--- config.mk ---
export PLATFORM = sky130hd
export DESIGN_NAME = fetch_top
export DESIGN_NICKNAME = d
export VERILOG_FILES = /design/src/design/fetch_pkg.sv /design/src/design/fetch_top.sv /design/src/design/ifetch_wb_fsm.sv /design/src/design/inst_queue.sv /design/src/design/pc_reg.sv /design/src/design/pipe_ctrl.sv
export VERILOG_INCLUDE_DIRS = /design/src /design/src/design
export SDC_FILE = /design/constraint.sdc
export NUM_CORES = 1
export LEC_CHECK = 0
export BUFFER_PORTS_ARGS = -buffer_cell sky130_fd_sc_hd__buf_2
export CAP_MARGIN = 15
export CELL_PAD_IN_SITES_DETAIL_PLACEMENT = 1
export CELL_PAD_IN_SITES_GLOBAL_PLACEMENT = 1
export CORE_AREA = 2 2 196 198
export DETAILED_ROUTE_END_ITERATION = 12
export DIE_AREA = 0 0 198 200
export GPL_TIMING_DRIVEN = 1
export PLACE_DENSITY_LB_ADDON = 0.05
export SLEW_MARGIN = 5
export SYNTH_ARGS = -nofsm -noshare
export SYNTH_HDL_FRONTEND = slang
export SYNTH_SLANG_ARGS = --single-unit
export TNS_END_PERCENT = 20
--- constraint.sdc ---
create_clock -name clk -period 4.4 [get_ports clk]
set_clock_uncertainty 0.1 [all_clocks]
set_input_delay 0.44 -clock clk [delete_from_list [all_inputs] [get_ports clk]]
set_output_delay 0.44 -clock clk [all_outputs]
set_load 0.05 [all_outputs]
--- src/design/fetch_settings.svh ---
/*
 fetch front end settings
 widths, reset pc, queue depth and control bus bit positions
 */
`ifndef FETCH_SETTINGS_SVH
`define FETCH_SETTINGS_SVH

// fetch address and instruction widths
`define XLEN 32
`define ILEN 32

// first fetch address after reset
`define RESET_PC 32'h0000_0000

// instruction queue entries, power of two
`define IQ_DEPTH 4

// control bus layout, one bit per stage request
`define CU_BUS_WIDTH 4
`define CU_STALL_IF 0
`define CU_STALL_ID 1
`define CU_FLUSH 2
`define CU_STALL_DISPATCH 3

`endif

--- src/design/fetch_pkg.sv ---
/*
 fetch front end types
 address, instruction, control bus and fetch state encoding
 */
`include "fetch_settings.svh"

package fetch_pkg;

    // fetch address
    typedef logic [`XLEN-1:0] addr_t;

    // raw 32-bit instruction word
    typedef logic [`ILEN-1:0] inst_t;

    // stall and flush bus, indexed by the CU_* bit positions
    typedef logic [`CU_BUS_WIDTH-1:0] cu_bus_t;

    // wishbone fetch state machine
    // idle   no cycle on the bus
    // busy   read in flight, response kept
    // drop   read in flight, response stale after a flush
    typedef enum logic [1:0] {
        FETCH_IDLE = 2'd0,
        FETCH_BUSY = 2'd1,
        FETCH_DROP = 2'd2
    } fetch_state_e;

endpackage

--- src/design/fetch_top.sv ---
/*
 instruction fetch front end
 pc, wishbone fetch fsm, instruction queue and pipeline control
 */
`timescale 1ns/1ps
`include "fetch_settings.svh"

module fetch_top (
    input  logic               clk,
    input  logic               rst_n_i,
    // execute stage
    input  logic               jump_flag_i,
    input  fetch_pkg::addr_t   jump_addr_i,
    input  logic               stall_ex_i,
    // hazard unit
    input  logic               stall_hdu_i,
    // interrupt controller
    input  logic               flush_clint_i,
    input  fetch_pkg::addr_t   trap_addr_i,
    // wishbone classic master
    input  fetch_pkg::inst_t   wb_dat_i,
    input  logic               wb_ack_i,
    output logic               wb_cyc_o,
    output logic               wb_stb_o,
    output logic               wb_we_o,
    output logic [`ILEN/8-1:0] wb_sel_o,
    output fetch_pkg::addr_t   wb_adr_o,
    // dispatch
    input  logic               dispatch_ready_i,
    output logic               inst_valid_o,
    output fetch_pkg::addr_t   inst_pc_o,
    output fetch_pkg::inst_t   inst_o,
    // decode
    output logic               stall_id_o
);

    fetch_pkg::cu_bus_t stall_bus;
    logic               redirect;
    fetch_pkg::addr_t   redirect_addr;
    logic               iq_full;
    fetch_pkg::addr_t   pc;
    logic               fetch_accept;
    fetch_pkg::addr_t   accept_pc;
    fetch_pkg::inst_t   accept_inst;

    // request merge, queue full feeds back as the if stall
    pipe_ctrl u_pipe_ctrl (
        .jump_flag_i     (jump_flag_i),
        .jump_addr_i     (jump_addr_i),
        .stall_ex_i      (stall_ex_i),
        .stall_hdu_i     (stall_hdu_i),
        .flush_clint_i   (flush_clint_i),
        .trap_addr_i     (trap_addr_i),
        .stall_iq_i      (iq_full),
        .stall_bus_o     (stall_bus),
        .redirect_o      (redirect),
        .redirect_addr_o (redirect_addr)
    );

    // pc steps once per kept response
    pc_reg u_pc_reg (
        .clk             (clk),
        .rst_n_i         (rst_n_i),
        .redirect_i      (redirect),
        .redirect_addr_i (redirect_addr),
        .advance_i       (fetch_accept),
        .pc_o            (pc)
    );

    ifetch_wb_fsm u_ifetch_wb_fsm (
        .clk           (clk),
        .rst_n_i       (rst_n_i),
        .stall_bus_i   (stall_bus),
        .pc_i          (pc),
        .wb_dat_i      (wb_dat_i),
        .wb_ack_i      (wb_ack_i),
        .wb_cyc_o      (wb_cyc_o),
        .wb_stb_o      (wb_stb_o),
        .wb_we_o       (wb_we_o),
        .wb_sel_o      (wb_sel_o),
        .wb_adr_o      (wb_adr_o),
        .accept_o      (fetch_accept),
        .accept_pc_o   (accept_pc),
        .accept_inst_o (accept_inst)
    );

    // same accept pulse pushes the pair
    inst_queue u_inst_queue (
        .clk         (clk),
        .rst_n_i     (rst_n_i),
        .stall_bus_i (stall_bus),
        .push_i      (fetch_accept),
        .push_pc_i   (accept_pc),
        .push_inst_i (accept_inst),
        .ready_i     (dispatch_ready_i),
        .full_o      (iq_full),
        .valid_o     (inst_valid_o),
        .pc_o        (inst_pc_o),
        .inst_o      (inst_o)
    );

    assign stall_id_o = stall_bus[`CU_STALL_ID];

endmodule

--- src/design/ifetch_wb_fsm.sv ---
/*
 instruction fetch master
 wishbone classic reads, one in flight, stale responses dropped
 */
`timescale 1ns/1ps
`include "fetch_settings.svh"

module ifetch_wb_fsm (
    input  logic                 clk,
    input  logic                 rst_n_i,
    // control bus, uses the if stall and flush bits
    input  fetch_pkg::cu_bus_t   stall_bus_i,
    // address to fetch next
    input  fetch_pkg::addr_t     pc_i,
    // wishbone classic master
    input  fetch_pkg::inst_t     wb_dat_i,
    input  logic                 wb_ack_i,
    output logic                 wb_cyc_o,
    output logic                 wb_stb_o,
    output logic                 wb_we_o,
    output logic [`ILEN/8-1:0]   wb_sel_o,
    output fetch_pkg::addr_t     wb_adr_o,
    // kept response toward pc and queue
    output logic                 accept_o,
    output fetch_pkg::addr_t     accept_pc_o,
    output fetch_pkg::inst_t     accept_inst_o
);

    fetch_pkg::fetch_state_e state_q;
    fetch_pkg::fetch_state_e state_d;
    fetch_pkg::addr_t        adr_q;
    logic                    stall_if;
    logic                    flush;
    logic                    start;

    assign stall_if = stall_bus_i[`CU_STALL_IF];
    assign flush    = stall_bus_i[`CU_FLUSH];

    // open a read only with a free queue slot and no redirect pending
    assign start = (state_q == fetch_pkg::FETCH_IDLE) & ~stall_if & ~flush;

    always_comb begin
        state_d = state_q;
        case (state_q)
            fetch_pkg::FETCH_IDLE: begin
                if (start) begin
                    state_d = fetch_pkg::FETCH_BUSY;
                end
            end
            fetch_pkg::FETCH_BUSY: begin
                // flush with the ack just discards the data
                if (wb_ack_i) begin
                    state_d = fetch_pkg::FETCH_IDLE;
                end else if (flush) begin
                    state_d = fetch_pkg::FETCH_DROP;
                end
            end
            fetch_pkg::FETCH_DROP: begin
                // finish the stale read, bus rules forbid abandoning it
                if (wb_ack_i) begin
                    state_d = fetch_pkg::FETCH_IDLE;
                end
            end
            default: state_d = fetch_pkg::FETCH_IDLE;
        endcase
    end

    always_ff @(posedge clk) begin
        if (!rst_n_i) begin
            state_q <= fetch_pkg::FETCH_IDLE;
        end else begin
            state_q <= state_d;
        end
    end

    // address frozen for the whole cycle, pc may move under it
    always_ff @(posedge clk) begin
        if (start) begin
            adr_q <= pc_i;
        end
    end

    // cyc and stb move together, single reads only
    assign wb_cyc_o = (state_q != fetch_pkg::FETCH_IDLE);
    assign wb_stb_o = (state_q != fetch_pkg::FETCH_IDLE);
    assign wb_we_o  = 1'b0;
    assign wb_sel_o = '1;
    assign wb_adr_o = adr_q;

    // ack outside busy is either stale or spurious
    assign accept_o      = (state_q == fetch_pkg::FETCH_BUSY) & wb_ack_i & ~flush;
    assign accept_pc_o   = adr_q;
    assign accept_inst_o = wb_dat_i;

endmodule

--- src/design/inst_queue.sv ---
/*
 instruction queue
 ring buffer of pc and instruction pairs, valid/ready toward dispatch
 */
`timescale 1ns/1ps
`include "fetch_settings.svh"

module inst_queue (
    input  logic               clk,
    input  logic               rst_n_i,
    // control bus, uses the flush and dispatch stall bits
    input  fetch_pkg::cu_bus_t stall_bus_i,
    // write side from fetch
    input  logic               push_i,
    input  fetch_pkg::addr_t   push_pc_i,
    input  fetch_pkg::inst_t   push_inst_i,
    // read side toward dispatch
    input  logic               ready_i,
    output logic               full_o,
    output logic               valid_o,
    output fetch_pkg::addr_t   pc_o,
    output fetch_pkg::inst_t   inst_o
);

    localparam int PTR_W = $clog2(`IQ_DEPTH);

    fetch_pkg::addr_t pc_mem   [`IQ_DEPTH];
    fetch_pkg::inst_t inst_mem [`IQ_DEPTH];
    logic [PTR_W-1:0] wr_ptr;
    logic [PTR_W-1:0] rd_ptr;
    logic [PTR_W:0]   count;
    logic             flush;
    logic             do_push;
    logic             do_pop;

    assign flush = stall_bus_i[`CU_FLUSH];

    assign valid_o = (count != '0);
    assign full_o  = (count == (PTR_W+1)'(`IQ_DEPTH));

    // transfer needs dispatch free of an execute stall
    assign do_pop  = valid_o & ready_i & ~stall_bus_i[`CU_STALL_DISPATCH];
    assign do_push = push_i & ~full_o;

    // pointers wrap on their own, depth is a power of two
    always_ff @(posedge clk) begin
        if (!rst_n_i || flush) begin
            wr_ptr <= '0;
            rd_ptr <= '0;
            count  <= '0;
        end else begin
            if (do_push) begin
                wr_ptr <= wr_ptr + 1'b1;
            end
            if (do_pop) begin
                rd_ptr <= rd_ptr + 1'b1;
            end
            // push and pop together leave count unchanged
            count <= count + (PTR_W+1)'(do_push) - (PTR_W+1)'(do_pop);
        end
    end

    // storage only, occupancy lives in count
    always_ff @(posedge clk) begin
        if (do_push) begin
            pc_mem[wr_ptr]   <= push_pc_i;
            inst_mem[wr_ptr] <= push_inst_i;
        end
    end

    // head entry, qualified by valid_o
    assign pc_o   = pc_mem[rd_ptr];
    assign inst_o = inst_mem[rd_ptr];

endmodule

--- src/design/pc_reg.sv ---
/*
 program counter
 loads a redirect target, otherwise steps by four per accepted fetch
 */
`timescale 1ns/1ps
`include "fetch_settings.svh"

module pc_reg (
    input  logic             clk,
    input  logic             rst_n_i,
    // redirect from control unit
    input  logic             redirect_i,
    input  fetch_pkg::addr_t redirect_addr_i,
    // one pulse per kept fetch response
    input  logic             advance_i,
    // next address to fetch
    output fetch_pkg::addr_t pc_o
);

    fetch_pkg::addr_t pc_q;

    always_ff @(posedge clk) begin
        if (!rst_n_i) begin
            pc_q <= `RESET_PC;
        end else if (redirect_i) begin
            // redirect wins over a same-cycle advance
            pc_q <= redirect_addr_i;
        end else if (advance_i) begin
            // fixed 4-byte instructions, no compressed support
            pc_q <= pc_q + fetch_pkg::addr_t'(4);
        end
    end

    // fetch fsm samples this when it opens a bus cycle
    assign pc_o = pc_q;

endmodule

--- src/design/pipe_ctrl.sv ---
/*
 pipeline control unit
 merges stall and flush requests, picks the redirect target
 */
`timescale 1ns/1ps
`include "fetch_settings.svh"

module pipe_ctrl (
    // from execute stage
    input  logic               jump_flag_i,
    input  fetch_pkg::addr_t   jump_addr_i,
    input  logic               stall_ex_i,
    // from hazard unit
    input  logic               stall_hdu_i,
    // from interrupt controller
    input  logic               flush_clint_i,
    input  fetch_pkg::addr_t   trap_addr_i,
    // from instruction queue
    input  logic               stall_iq_i,
    // stage control bus
    output fetch_pkg::cu_bus_t stall_bus_o,
    // to pc register
    output logic               redirect_o,
    output fetch_pkg::addr_t   redirect_addr_o
);

    logic jump_ok;

    // jump only counts once execute has finished the instruction
    assign jump_ok = jump_flag_i & ~stall_ex_i;

    // interrupt flush overrides any jump
    assign redirect_o      = flush_clint_i | jump_ok;
    assign redirect_addr_o = flush_clint_i ? trap_addr_i : jump_addr_i;

    // fetch stops while the queue has no free slot
    assign stall_bus_o[`CU_STALL_IF]       = stall_iq_i;
    // hazard stall is moot when a jump throws the younger ops away
    assign stall_bus_o[`CU_STALL_ID]       = stall_ex_i | (stall_hdu_i & ~jump_flag_i);
    // every redirect empties the front end
    assign stall_bus_o[`CU_FLUSH]          = redirect_o;
    // dispatch holds while execute is busy
    assign stall_bus_o[`CU_STALL_DISPATCH] = stall_ex_i;

endmodule

==> results.txt, run 1 <==
The clock transition time at the flip-flop clock pins of the worst setup and hold paths came out at 60 ps. After synthesis the cells add up to 12990 um^2. The final wirelength came out at about 32 mm. The initial cell density of the core came out at around a third. The count of flip-flops with a built-in enable after synthesis is around 290. The routed length per placed instance came out at 21.76 um. The layer with the highest usage is met2. The top-level I/O count came out at about 210. Input and output buffers added on the ports amount to between 200 and 250. The slowest stage of the critical path is the dfxtp_4 cell. The worst path in the final design needs a cycle of ~3200 ps, including I/O delays and setup.

The proportion of synthesized flip-flops having asynchronous set or reset is 0%. The clock latency on the worst-skew pair came out at around 510 ps. The cell row count is 71. In this run the static leakage power is 5.331 nW. The peak supply drop is just over 0.2 mV. Routability-driven placement finished with a final weighted congestion of around 0.77. The pin slew with the least headroom to its limit came out at approximately 1100 ps. The first global-routing pass estimated 47.70 mm of wire. The total number of nets in the final design came out at slightly above 1000. The pre-antenna-repair detailed-routing pass consisted of 4 iterations. The repair_antennas step left the layout with diodes totalling 0.

The number of global-route vias before repair came to approximately 7700. For this run the aggregate overflow at the end of global routing stands at 0. The required time of the worst setup path came out at about 3900 ps. The post-detailed-placement cell area came out at between 10000 and 15000 um^2. The initial antenna violation count came out at 0. Together, buffers and inverters on the worst path number 2.

The maximum root-to-sink buffer count is 3. The routed via count came out at just over 7000. The worst setup path is captured at an output pin. Setup violations remaining at the end of the flow were counted as 0.

The number of buffers created by CTS is 36. The buffers inserted during post-CTS setup optimization is 0. Yosys printed 0 warnings.

The number of violations of the max-capacitance limit is 0. The number of standard cells after synthesis came out at 714. The critical path in this run is classified as flip-flop to output pin. The number of gates given a new drive strength after cts is 0.

The master cell of the clock root buffer is clkbuf_16. The pin count of the biggest net entering global routing is 65. The minimum hold slack came out at 35.29 ps. The HPWL reported at the end of detailed placement came out at about 20 mm. The total negative setup slack is 0 ps. The post-route core utilization is 41.87%.

The arrival time at the worst endpoint is 2610 ps. The final design instance area without fill came out at between 15000 and 20000 um^2. Across every metal layer, demand over resource in global routing totals roughly 16%. The number of distinct library cells after synthesis came out at 63. In this run the tightest slew margin relative to its limit is between 20 and 30%. Each instance of the synthesized netlist takes up on average about 18 um^2. The sequential cell area fraction in the yosys report came out at 73.21%. In the synthesized netlist the dominant register cell turns out to be edfxtp_1. The power density relative to cell area came out at between 400 and 500 nW/um^2.

The detailed router finished its first iteration with roughly 360 violations. The total clock sinks is between 300 and 400. Counting flops and latches in the post-synthesis netlist gives about 330. The area growth from synthesis to layout is 20.57%. The H-tree level count is 2. The met3 global-route usage came out at approximately 3%. The ratio of cells with drive above 1 in the final layout came out at 37.61%. Traced cell by cell, the critical path runs through buf_12 > mux4_2 > buf_2. TritonCTS built the clock tree.

The number of nets still failing antenna checks after routing came out at 0. The flow ran to the end, and the final reports show no timing, DRC or antenna violations. The die covers just under 40000 um^2. The total stage count of the critical path came out at 3. From left edge to right edge, the die measures 198 um. The hold path depth is 1. The startpoint class of the critical path is a flip-flop. The number of failing hold endpoints at the final stage is 0. The top cell types in the final layout, fill and taps aside, are edfxtp_1 (288), buf_2 (203), mux4_2 (64). Along the worst path, the maximum fanout reaches 34. The critical path's largest stage delay is between 800 and 900 ps. The library cell used most frequently in the layout, excluding fill and tap cells, is edfxtp_1. In the finished design, the share of the clock period the worst path needs comes to between 70 and 80%.

The count of pins over their slew limit is 0. The min-delay analysis places its worst path in the category primary input to flip-flop. Global routing used about 23% of the available met1 tracks. In the global route stage, met2 resource usage came out at roughly a quarter. The number of cells on the worst reg-to-reg path is 10. Setup repair after global routing left no endpoint under its margin. Using the TritonRoute via totals, the vias-per-cell ratio works out to between 4 and 5.

The number of hold buffers added after CTS was 0. The vertical die dimension came out at about 200 um. Static timing analysis puts the maximum clock frequency at 0.3171 GHz. On the critical path the largest part of the delay comes from flip-flops.

The remaining routing DRC violations is 0. The area of the placeable core is 37400 um^2.
==> cell families (layout without fill, tap and decap cells) <==
group	after synthesis	after routing	synth area share (%)
and+or+nand+nor	157	157	7.023
adders and majority gates	8	8	0.8284
muxes	69	69	11.51
other	2	5	0.05782
buffers and inverters	51	278	1.801
DFF	331	331	73.21
AOI/OAI and AO/OA	68	68	3.680
xor gates and xnor gates	28	28	1.888
==> final timing paths <==
kind                                    startpoint  slack (ps)                                  endpoint
setup / recovery                         flip-flop        1250                             inst_pc_o[17]
hold / removal                        wb_dat_i[29]          40    u_inst_queue.inst_mem[2][29]$_DFFE_PP_
setup reg to reg  u_inst_queue.count[1]$_SDFF_PP0_        1720          u_inst_queue.count[2]$_SDFF_PP0_
hold reg to reg      u_pc_reg.pc_o[1]$_SDFFE_PN0P_         340  u_ifetch_wb_fsm.accept_pc_o[1]$_DFFE_PP_
==> cell usage after synthesis (all sizes together), types with 4 or more instances <==
| library cell | count | area, um^2 |
|---|---|---|
| nor2 | 38 | 152.6 |
| nand4 | 8 | 65.06 |
| dfxtp | 43 | 860.8 |
| a211oi | 5 | 62.56 |
| o21ai | 12 | 60.06 |
| clkbuf | 21 | 78.83 |
| xor2 | 20 | 175.2 |
| xnor2 | 8 | 70.07 |
| inv | 10 | 37.54 |
| and3 | 7 | 45.05 |
| and2 | 5 | 31.28 |
| nand2b | 10 | 65.06 |
| nor3 | 10 | 66.32 |
| o311ai | 6 | 52.55 |
| a221oi | 4 | 35.03 |
| mux4 | 64 | 1441 |
| nand3 | 23 | 140.1 |
| ha | 7 | 87.58 |
| a21oi | 20 | 100.1 |
| nor2b | 4 | 25.02 |
| edfxtp | 288 | 8648 |
| nor4 | 10 | 111.4 |
| buf | 20 | 117.6 |
| nand2 | 32 | 120.1 |
==> registers in the layout, indices dropped and copies added (netlist names), named ones only <==
register,cells
u_inst_queue.pc_mem,128
u_inst_queue.inst_mem,128
u_pc_reg.pc_o,32
u_ifetch_wb_fsm.accept_pc_o,32
u_ifetch_wb_fsm.state_q,2
u_inst_queue.wr_ptr,2
u_inst_queue.count,3
u_inst_queue.rd_ptr,2
==> routing by layer <==
layer / share of wire [%] / wire (um)
met1: 46 / 14520
met2: 47 / 15040
met3: 4.9 / 1549
met4: 1.8 / 561
met5: 0 / 0
==> cell type report <==
cell class | instances | area (um^2)
fill | 3677 | 21740
sequential | 331 | 9517
multi-input combinational | 335 | 3274
timing repair buffer | 207 | 1059
clock buffer | 40 | 915.9
tap | 511 | 639.4
clock inverter | 21 | 217.7
inverter | 10 | 37.54
==> stage by stage <==
stage	setup slack, ps	instances	power [mW]
6_report	1247	1455	6.797
5_1_grt	1056	1455	7.030
4_1_cts	1143	1455	6.895
3_5_place_dp	1342	1394	3.958
3_3_place_gp	1417	1394	3.948
2_1_floorplan	686.3	717	3.805
==> report_power, final <==
group	switching, mW	total [mW]	leakage (nW)	internal (mW)
sequential	0.0638	3.54	2.98	3.47
clock	1.18	2.91	0.553	1.73
combinational	0.248	0.350	1.80	0.102
total	1.49	6.80	5.33	5.31
No activity file was read; power rests on OpenSTA's default activity.
==> inputs of run 2 (changes only) <==
--- a/config.mk
+++ b/config.mk
@@ -6,13 +6,14 @@
 export SDC_FILE = /design/constraint.sdc
 export NUM_CORES = 1
 export LEC_CHECK = 0
+export ABC_AREA = 1
 export BUFFER_PORTS_ARGS = -buffer_cell sky130_fd_sc_hd__buf_2
 export CAP_MARGIN = 15
 export CELL_PAD_IN_SITES_DETAIL_PLACEMENT = 1
 export CELL_PAD_IN_SITES_GLOBAL_PLACEMENT = 1
-export CORE_AREA = 2 2 196 198
+export CORE_AREA = 2 2 201 203
 export DETAILED_ROUTE_END_ITERATION = 12
-export DIE_AREA = 0 0 198 200
+export DIE_AREA = 0 0 203 205
 export GPL_TIMING_DRIVEN = 1
 export PLACE_DENSITY_LB_ADDON = 0.05
 export SLEW_MARGIN = 5
==> constraint.sdc (replaced) <==
create_clock -name clk -period 2.9 [get_ports clk]
set_clock_uncertainty 0.1 [all_clocks]
set_input_delay 0.29 -clock clk [delete_from_list [all_inputs] [get_ports clk]]
set_output_delay 0.29 -clock clk [all_outputs]
set_load 0.05 [all_outputs]
==> run 2 against run 1 <==
  * Register-to-register slack lost 1100 ps
  * Wire length grew 15%
  * Final cell count increased by 34%
  * Largest cell class unchanged
  * Highest routed layer unchanged
  * Critical path depth rose by 2
==> results.txt, run 2 <==
The flow ran to the end, and the final reports show no timing, DRC or antenna violations. The number of diodes added for antenna fixing came out at 0 (unchanged). The most common library cell in the layout ignoring fill and taps is edfxtp_1. The launch instance of the worst register-to-register path is u_inst_queue.count[1]$_SDFF_PP0_. The clock tree from TritonCTS is built. The count of non-filler cells in the finished layout is 1950 (+34%). The sequential cell area fraction in the yosys report came out at 69.94% (-3.3 points). The remaining routing DRC violations came out at 0 (unchanged).

The number of distinct library cells after synthesis came out at 45 (-29%). The share of the cycle needed by the critical path after routing is roughly 93%. Setup repair after global routing left no endpoint under its margin. The aggregate global-route resource usage came out at 17.55% (+1.3 points). The HPWL reported at the end of detailed placement is 23.27 mm (+14%). In this run the worst hold path is classified as primary input to flip-flop. The combinational share of power came out at 6.0% (+0.9 points). The share of power burned in the clock network came out at 44.4% (+1.6 points). The ratio of cells with drive above 1 in the final layout is 22.53% (-15 points). The number of warnings printed during yosys synthesis was 0 (unchanged). CTS placed an instance of clkbuf_16 at the clock tree root. The number of iterations in the first detailed-routing pass came to 4 (unchanged).

The post-synthesis cell area is 13600 um^2 (+4.7%). The count of placed standard cells including taps is 1844 (+32%). The post-synthesis area per instance is 11.76 um^2 (-35%). The leading area contributor after synthesis is edfxtp_1. The top-level I/O count is 209 (unchanged). The remaining global-route overflow is 0 (unchanged).

The sequential power share is 49.6% (-2.4 points). The worst slack after detailed placement came out at 562.4 ps (-779.2 ps). The proportion of synthesized flip-flops having asynchronous set or reset came out at 0% (unchanged). The clock latency on the worst-skew pair was 520 ps (about the same).

The total power came out at 10.94 mW (+61%). The register bit count reported by yosys came to 331 (unchanged). The area of the placeable core is 39370 um^2 (+5.3%). The setup path with the least slack is of type flip-flop to output pin. The clock transition time at the flip-flop clock pins of the worst setup and hold paths came out at 60 ps (about the same). In the final layout, the registers with the most flip-flops are u_inst_queue.inst_mem (128), u_inst_queue.pc_mem (128).

The worst setup path is captured at an output pin. The smallest setup slack after layout is 205.5 ps (-1041 ps). The buffers inserted during post-CTS setup optimization is 0 (unchanged). The startpoint class of the critical path is a flip-flop.

In the post-synthesis netlist, the cell with the most instances is edfxtp_1. The final wirelength came out at 36.50 mm (+15%). The number of buffers created by CTS is 38 (+5.6%).

The leakage component of the power is 6.246 nW (+17%). The vias per cell is 4.835 (-1.1%). The hold buffer count at cts came out at 37 (+37). The number of standard cells after synthesis came out at 1156 (+62%). The number of nets still failing antenna checks after routing is 0 (unchanged).

The number of violations of the max-capacitance limit came out at 0 (unchanged). The total clock sinks is 331 (unchanged). The cell row count came out at 73 (+2.8%). The H-tree level count came out at 2 (unchanged). The initial cell density of the core came out at 34.54% (-0.19 points). The required time of the worst setup path is 2510 ps (-1350 ps). The pin count of the biggest net entering global routing is 65 (unchanged). The number of fill cells came out at 4260 (+16%). The number of failing hold endpoints at the final stage is 0 (unchanged). The global placement routability congestion came out at 0.7917 (+2.8%). The final design instance area without fill is 16930 um^2 (+8.1%). For this run, the leading register cell type out of synthesis is edfxtp_1.

The power density relative to cell area was 646.0 nW/um^2 (+49%). The maximum root-to-sink buffer count is 3 (unchanged). The total of endpoints with negative setup slack in the final report came out at 0 (unchanged). The routed length per placed instance is 18.72 um (-14%). The number of gates given a new drive strength after cts is 0 (unchanged). The arrival time at the worst endpoint is 2300 ps (-310 ps).

The quantity of I/O buffers inserted on ports came out at 203 (unchanged). The starting DRC count in detailed routing was 415 (+16%). The number of global-route vias before repair is 9710 (+25%). The fraction of synthesized cell area taken by the top area cell type is 63.61% (-3.0 points).

The initial antenna violation count came out at 0 (unchanged). The switching power of the nets is 2.440 mW (+64%). The routed via count is 9428 (+33%). The post-detailed-placement cell area came out at 15300 um^2 (+5.3%). The total number of nets in the final design is 1508 (+46%). In the synthesized netlist, the cells that appear most often are edfxtp_1 (288), nor2_1 (196), o21ai_0 (151). The vertical die dimension came out at 205 um (+2.5%). The count of pins over their slew limit came out at 0 (unchanged).

The wire length of the first global-routing pass is 56.21 mm (+18%). The die footprint came out at 41620 um^2 (+5.1%). The internal cell power came out at 8.499 mW (+60%).

The peak supply drop came out at 0.3337 mV (+65%). The count of flip-flops with a built-in enable after synthesis is 288 (unchanged). Static timing analysis puts the maximum clock frequency at ~0.37 GHz. The highest fanout seen on the critical path is 48 (+41%). In this run the most critical hold path is launched from trap_addr_i[30]. The width of the chip is 203 um (+2.5%). The post-route minimum period is about 2700 ps.

From synthesis to final layout, the design area changed by 24.54%. The proportion of total power due to net switching is 22.30% (+0.39 points). The minimum hold slack is 30.61 ps (-4.682 ps). Yosys attributes the largest share of cell area to edfxtp_1 (64%), dfxtp_1 (6.3%), o21ai_0 (5.6%). The library cells used most frequently in the layout, excluding fill and tap cells, are edfxtp_1 (288), buf_2 (203), nor2_1 (192).
[run 2: cell types whose count changed after synthesis, moves of 8 or more]
cell,before,now
o21ai_0,10,151
nand3b_1,0,8
o22ai_1,1,64
mux2i_1,2,10
nor2_1,36,196
a211oi_1,0,14
mux4_2,64,0
buf_2,10,19
a31oi_1,3,12
xor2_1,20,0
clkbuf_1,21,35
nand2_1,32,129
nand2b_1,9,0
inv_1,10,56
[run 2: final timing paths]
check | endpoint | slack, ps | cells past startpoint
worst max-delay path | inst_pc_o[16] | 210 | 5
worst max register to register | u_inst_queue.count[2]$_SDFF_PP0_ | 630 | 9
worst min-delay path | u_pc_reg.pc_o[30]$_SDFFE_PN0P_ | 30 | 3
worst min register to register | flip-flop | 360 | 2
[run 2: power groups by stage]
stage	registers (mW)	logic (mW)	clock network, mW
2_1_floorplan	5.59	0.288	0
3_3_place_gp	5.52	0.618	0
3_5_place_dp	5.53	0.626	0
4_1_cts	5.43	0.670	5.00
5_1_grt	5.44	0.720	5.19
6_report	5.42	0.659	4.86
[run 2: kinds of logic (layout without fill, tap and decap cells)]
| group | after synthesis | count (layout) | synth area share, % |
|---|---|---|---|
| and+or+nand+nor | 404 | 404 | 13.10 |
| DFF | 331 | 331 | 69.94 |
| AOI/OAI and AO/OA | 273 | 273 | 11.24 |
| buffers and inverters | 125 | 391 | 3.948 |
| muxes | 10 | 10 | 0.7362 |
| adders and majority gates | 8 | 8 | 0.7914 |
| xor gates and xnor gates | 3 | 3 | 0.1933 |
| other | 2 | 5 | 0.05523 |
[run 2: critical path, cell delays in order (launching register included)]
cell and delay [ps]:
dfxtp_4 460, inv_4 340, buf_12 270, o21ai_0 110, o22ai_1 260, buf_2 330
[run 2: cell type report]
class                   instances  area, um^2  share of cell area, %
flip-flops and latches        331        9514                  56.18
multi-input cells             703        3592                  21.21
repair buffers                261        1669                  9.857
clock buffers                  46        1002                  5.918
well taps                     525       656.9                  3.879
clock inverters                23       265.3                  1.566
inverters                      61       234.0                  1.382
[run 2: per-layer routing]
layer | vias up | global-route usage (%) | routed length, um
met3 | 48 | 2.895 | 1527
met5 | - | 0 | 0
met2 | 188 | 30.48 | 17800
met4 | 0 | 4.797 | 725
met1 | 4583 | 22.72 | 16450
li1 | 4609 | - | -
[run 2: through the flow]
step           setup TNS [ps]  util (%)
6_report                    0     43.02
5_1_grt                     0     43.02
4_1_cts                     0     43.02
3_5_place_dp                0     38.86
3_3_place_gp                0     38.86
2_1_floorplan          -57720         -
==> inputs of run 3 (changes only) <==
--- a/config.mk
+++ b/config.mk
@@ -9,8 +9,6 @@
 export ABC_AREA = 1
 export BUFFER_PORTS_ARGS = -buffer_cell sky130_fd_sc_hd__buf_2
 export CAP_MARGIN = 15
-export CELL_PAD_IN_SITES_DETAIL_PLACEMENT = 1
-export CELL_PAD_IN_SITES_GLOBAL_PLACEMENT = 1
 export CORE_AREA = 2 2 201 203
 export DETAILED_ROUTE_END_ITERATION = 12
 export DIE_AREA = 0 0 203 205
==> run 3 against run 2 <==
  * Utilization shrank 0.30 points
  * Final area is 0.69% lower
  * Sequential share of layout area grew 0.39 points
  * Sequential cell count unchanged
  * Setup slack improved by 54 ps
  * Critical endpoint is now inst_o[18]
==> results.txt, run 3 (same netlist as run 2, synthesis figures left out) <==
The total clock sinks came to 331 (unchanged). The pin slew with the least headroom to its limit is roughly 620 ps. The smallest setup slack after layout is 259.3 ps (+53.80 ps).

The number of nets still failing antenna checks after routing came out at 0 (unchanged). The initial cell density of the core was 34.54% (unchanged). The aggregate global-route resource usage is 16.83% (-0.72 points). The top-level I/O count is 209 (unchanged). The worst setup slack for register-to-register paths came to 650 ps (+20 ps).

The global placement routability congestion is 0.7889 (-0.35%). The share of the cycle needed by the critical path after routing came out at 91.06% (-1.9 points). The vertical die dimension is 205 um (unchanged). The H-tree level count came out at 2 (unchanged). The wire length of the first global-routing pass is 53.65 mm (-4.5%). The peak supply drop is 0.2594 mV (-22%).

The initial antenna violation count came out at 0 (unchanged). The count of non-filler cells in the finished layout is 1956 (+0.31%). The post-detailed-placement cell area is 15290 um^2 (about the same). The clock latency on the worst-skew pair is 530 ps (about the same). The end of the worst register-to-register path is u_inst_queue.count[2]$_SDFF_PP0_. The type of the most critical hold path is primary input to flip-flop.

The library cell used most frequently in the layout, excluding fill and tap cells, is edfxtp_1. The hold path depth came out at 3 (unchanged). The power density relative to cell area is 621.1 nW/um^2 (-3.9%). The area growth from synthesis to layout is 23.69%. The die footprint is 41620 um^2 (unchanged). The highest fanout seen on the critical path is 62 (+29%).

The critical path's largest stage delay came out at 440 ps (-20 ps). The width of the chip came out at 203 um (unchanged). The number of failing hold endpoints at the final stage came out at 0 (unchanged).

The number of global-route vias before repair came out at 9159 (-5.7%). The clock transition time at the flip-flop clock pins of the worst setup and hold paths came to 60 ps (about the same). The uppermost metal layer occupied by signal nets is met4. The remaining routing DRC violations is 0 (unchanged). For hold timing, the worst endpoint is u_pc_reg.pc_o[4]$_SDFFE_PN0P_. The vias per cell came out at 4.739 (-2.0%).

Measured against its own limit, the worst slew margin works out to 58.61%. The flow ran to the end, and the final reports show no timing, DRC or antenna violations. The dominant delay contributor by cell family on the critical path is buffers and inverters. The master cell of the clock root buffer is clkbuf_16. The cell row count came out at 73 (unchanged). The routed via count is 9269 (-1.7%). The total of endpoints with negative setup slack in the final report is 0 (unchanged). The top cell types in the final layout, fill and taps aside, are edfxtp_1 (288), buf_2 (203), nor2_1 (192). The wire length on met3 came out at 1.561 mm (+2.2%). The count of pins over their slew limit was 0 (unchanged). The minimum hold slack is 36.20 ps (+5.594 ps). In the final layout, the registers with the most flip-flops are u_inst_queue.inst_mem (128), u_inst_queue.pc_mem (128). STA classifies the critical path startpoint as a flip-flop. The routed length per placed instance is 17.91 um (-4.3%).

The maximum clock rate is 0.3787 GHz (+2.0%). STA classifies the critical path endpoint as an output pin. The pin count of the biggest net entering global routing is 65 (unchanged).

The required time of the worst setup path came to 2510 ps (about the same). The remaining global-route overflow came out at 0 (unchanged). The clock tree from TritonCTS is built. The worst setup path is of the flip-flop to output pin kind. The number of iterations in the first detailed-routing pass was 5 (+1). The final design instance area without fill is 16820 um^2 (-0.69%).

The wire length on met2 came to 16.69 mm (-6.2%). The arrival time at the worst endpoint came out at 2250 ps (-50 ps). The starting DRC count in detailed routing is 534 (+29%). The critical path goes through inv_4 > buf_12 > o21ai_0 > o22ai_1 > buf_2. The leakage component of the power came out at 6.199 nW (-0.75%). The area of the placeable core came out at 39370 um^2 (unchanged). The worst slack after detailed placement came to 560.3 ps (-2.092 ps). The number of gates given a new drive strength after cts is 0 (unchanged). Setup repair after global routing left no endpoint under its margin. The HPWL reported at the end of detailed placement is 22.31 mm (-4.1%). The quantity of I/O buffers inserted on ports is 203 (unchanged). The maximum root-to-sink buffer count came out at 3 (unchanged).

For this design, the slowest cell found on the critical path is dfxtp_4. The startpoint identified for the worst register-to-register timing path is u_inst_queue.count[1]$_SDFF_PP0_. The post-route minimum period is 2641 ps (-53.80 ps). The count of placed standard cells including taps came out at 1847 (+0.16%). The ratio of cells with drive above 1 in the final layout came out at 22.36% (-0.16 points). The total number of nets in the final design is 1514 (+0.40%).

The number of buffers created by CTS came out at 39 (+2.6%). The final wirelength is 35.03 mm (-4.1%). The met1 routed wirelength after detailed routing came to 16.06 mm (-2.4%). The worst path buffer plus inverter count was 3 (unchanged). The number of cells on the worst reg-to-reg path came out at 9 (unchanged). The worst hold path begins at trap_addr_i[4].

The number of diodes added for antenna fixing was 0 (unchanged). The number of violations of the max-capacitance limit is 0 (unchanged).
[run 3: what timing repair did]
action / 4_1_cts / 5_1_grt
buffers inserted: 0 / 0
endpoints found under the hold margin: 133 / 0
hold buffers: 39 / 0
[run 3: worst max path at each step]
stage / startpoint / end / slack (ps) / cells past startpoint
floorplan: flush_clint_i / u_inst_queue.inst_mem[0][0]$_DFFE_PP_ / -230 / 6
global placement: stall_ex_i / u_inst_queue.count[2]$_SDFF_PP0_ / 590 / 11
detailed placement: stall_ex_i / u_inst_queue.count[2]$_SDFF_PP0_ / 560 / 11
CTS: flip-flop / inst_pc_o[15] / 180 / 5
global route: flip-flop / inst_pc_o[15] / 90 / 5
finish: flip-flop / inst_o[18] / 260 / 5
[run 3: cell type report]
type	instances	area, um^2
well taps	525	656.9
flip-flops and latches	331	9514
repair buffers	266	1687
clock buffers	52	1035
clock inverters	18	98.84
multi-input cells	703	3592
inverters	61	234.0
fillers	3824	22550
[run 3: worst min-delay path, stage by stage]
cell      delay (ps)
buf_2             80
o211ai_1         100
a31oi_1          160
[run 3: per-stage QoR]
step	utilization [%]	total power, mW	setup TNS (ps)
detailed placement	38.85	6.145	0
finish	42.72	10.45	0
global route	42.72	10.85	0
global placement	38.85	6.141	0
CTS	42.72	10.61	0
floorplan	-	5.883	-57720
[run 3: power by group]
group / total, mW / internal, mW / switching (mW)
clock network: 4.37 / 2.51 / 1.85
registers: 5.43 / 5.30 / 0.129
logic: 0.652 / 0.210 / 0.443
total: 10.4 / 8.02 / 2.43
[run 3: layer usage]
metal / global-route usage [%] / up-vias
met3: 3.118 / 54
li1: - / 4630
met2: 28.12 / 206
met1: 22.47 / 4379
met5: 0 / -
met4: 4.718 / 0
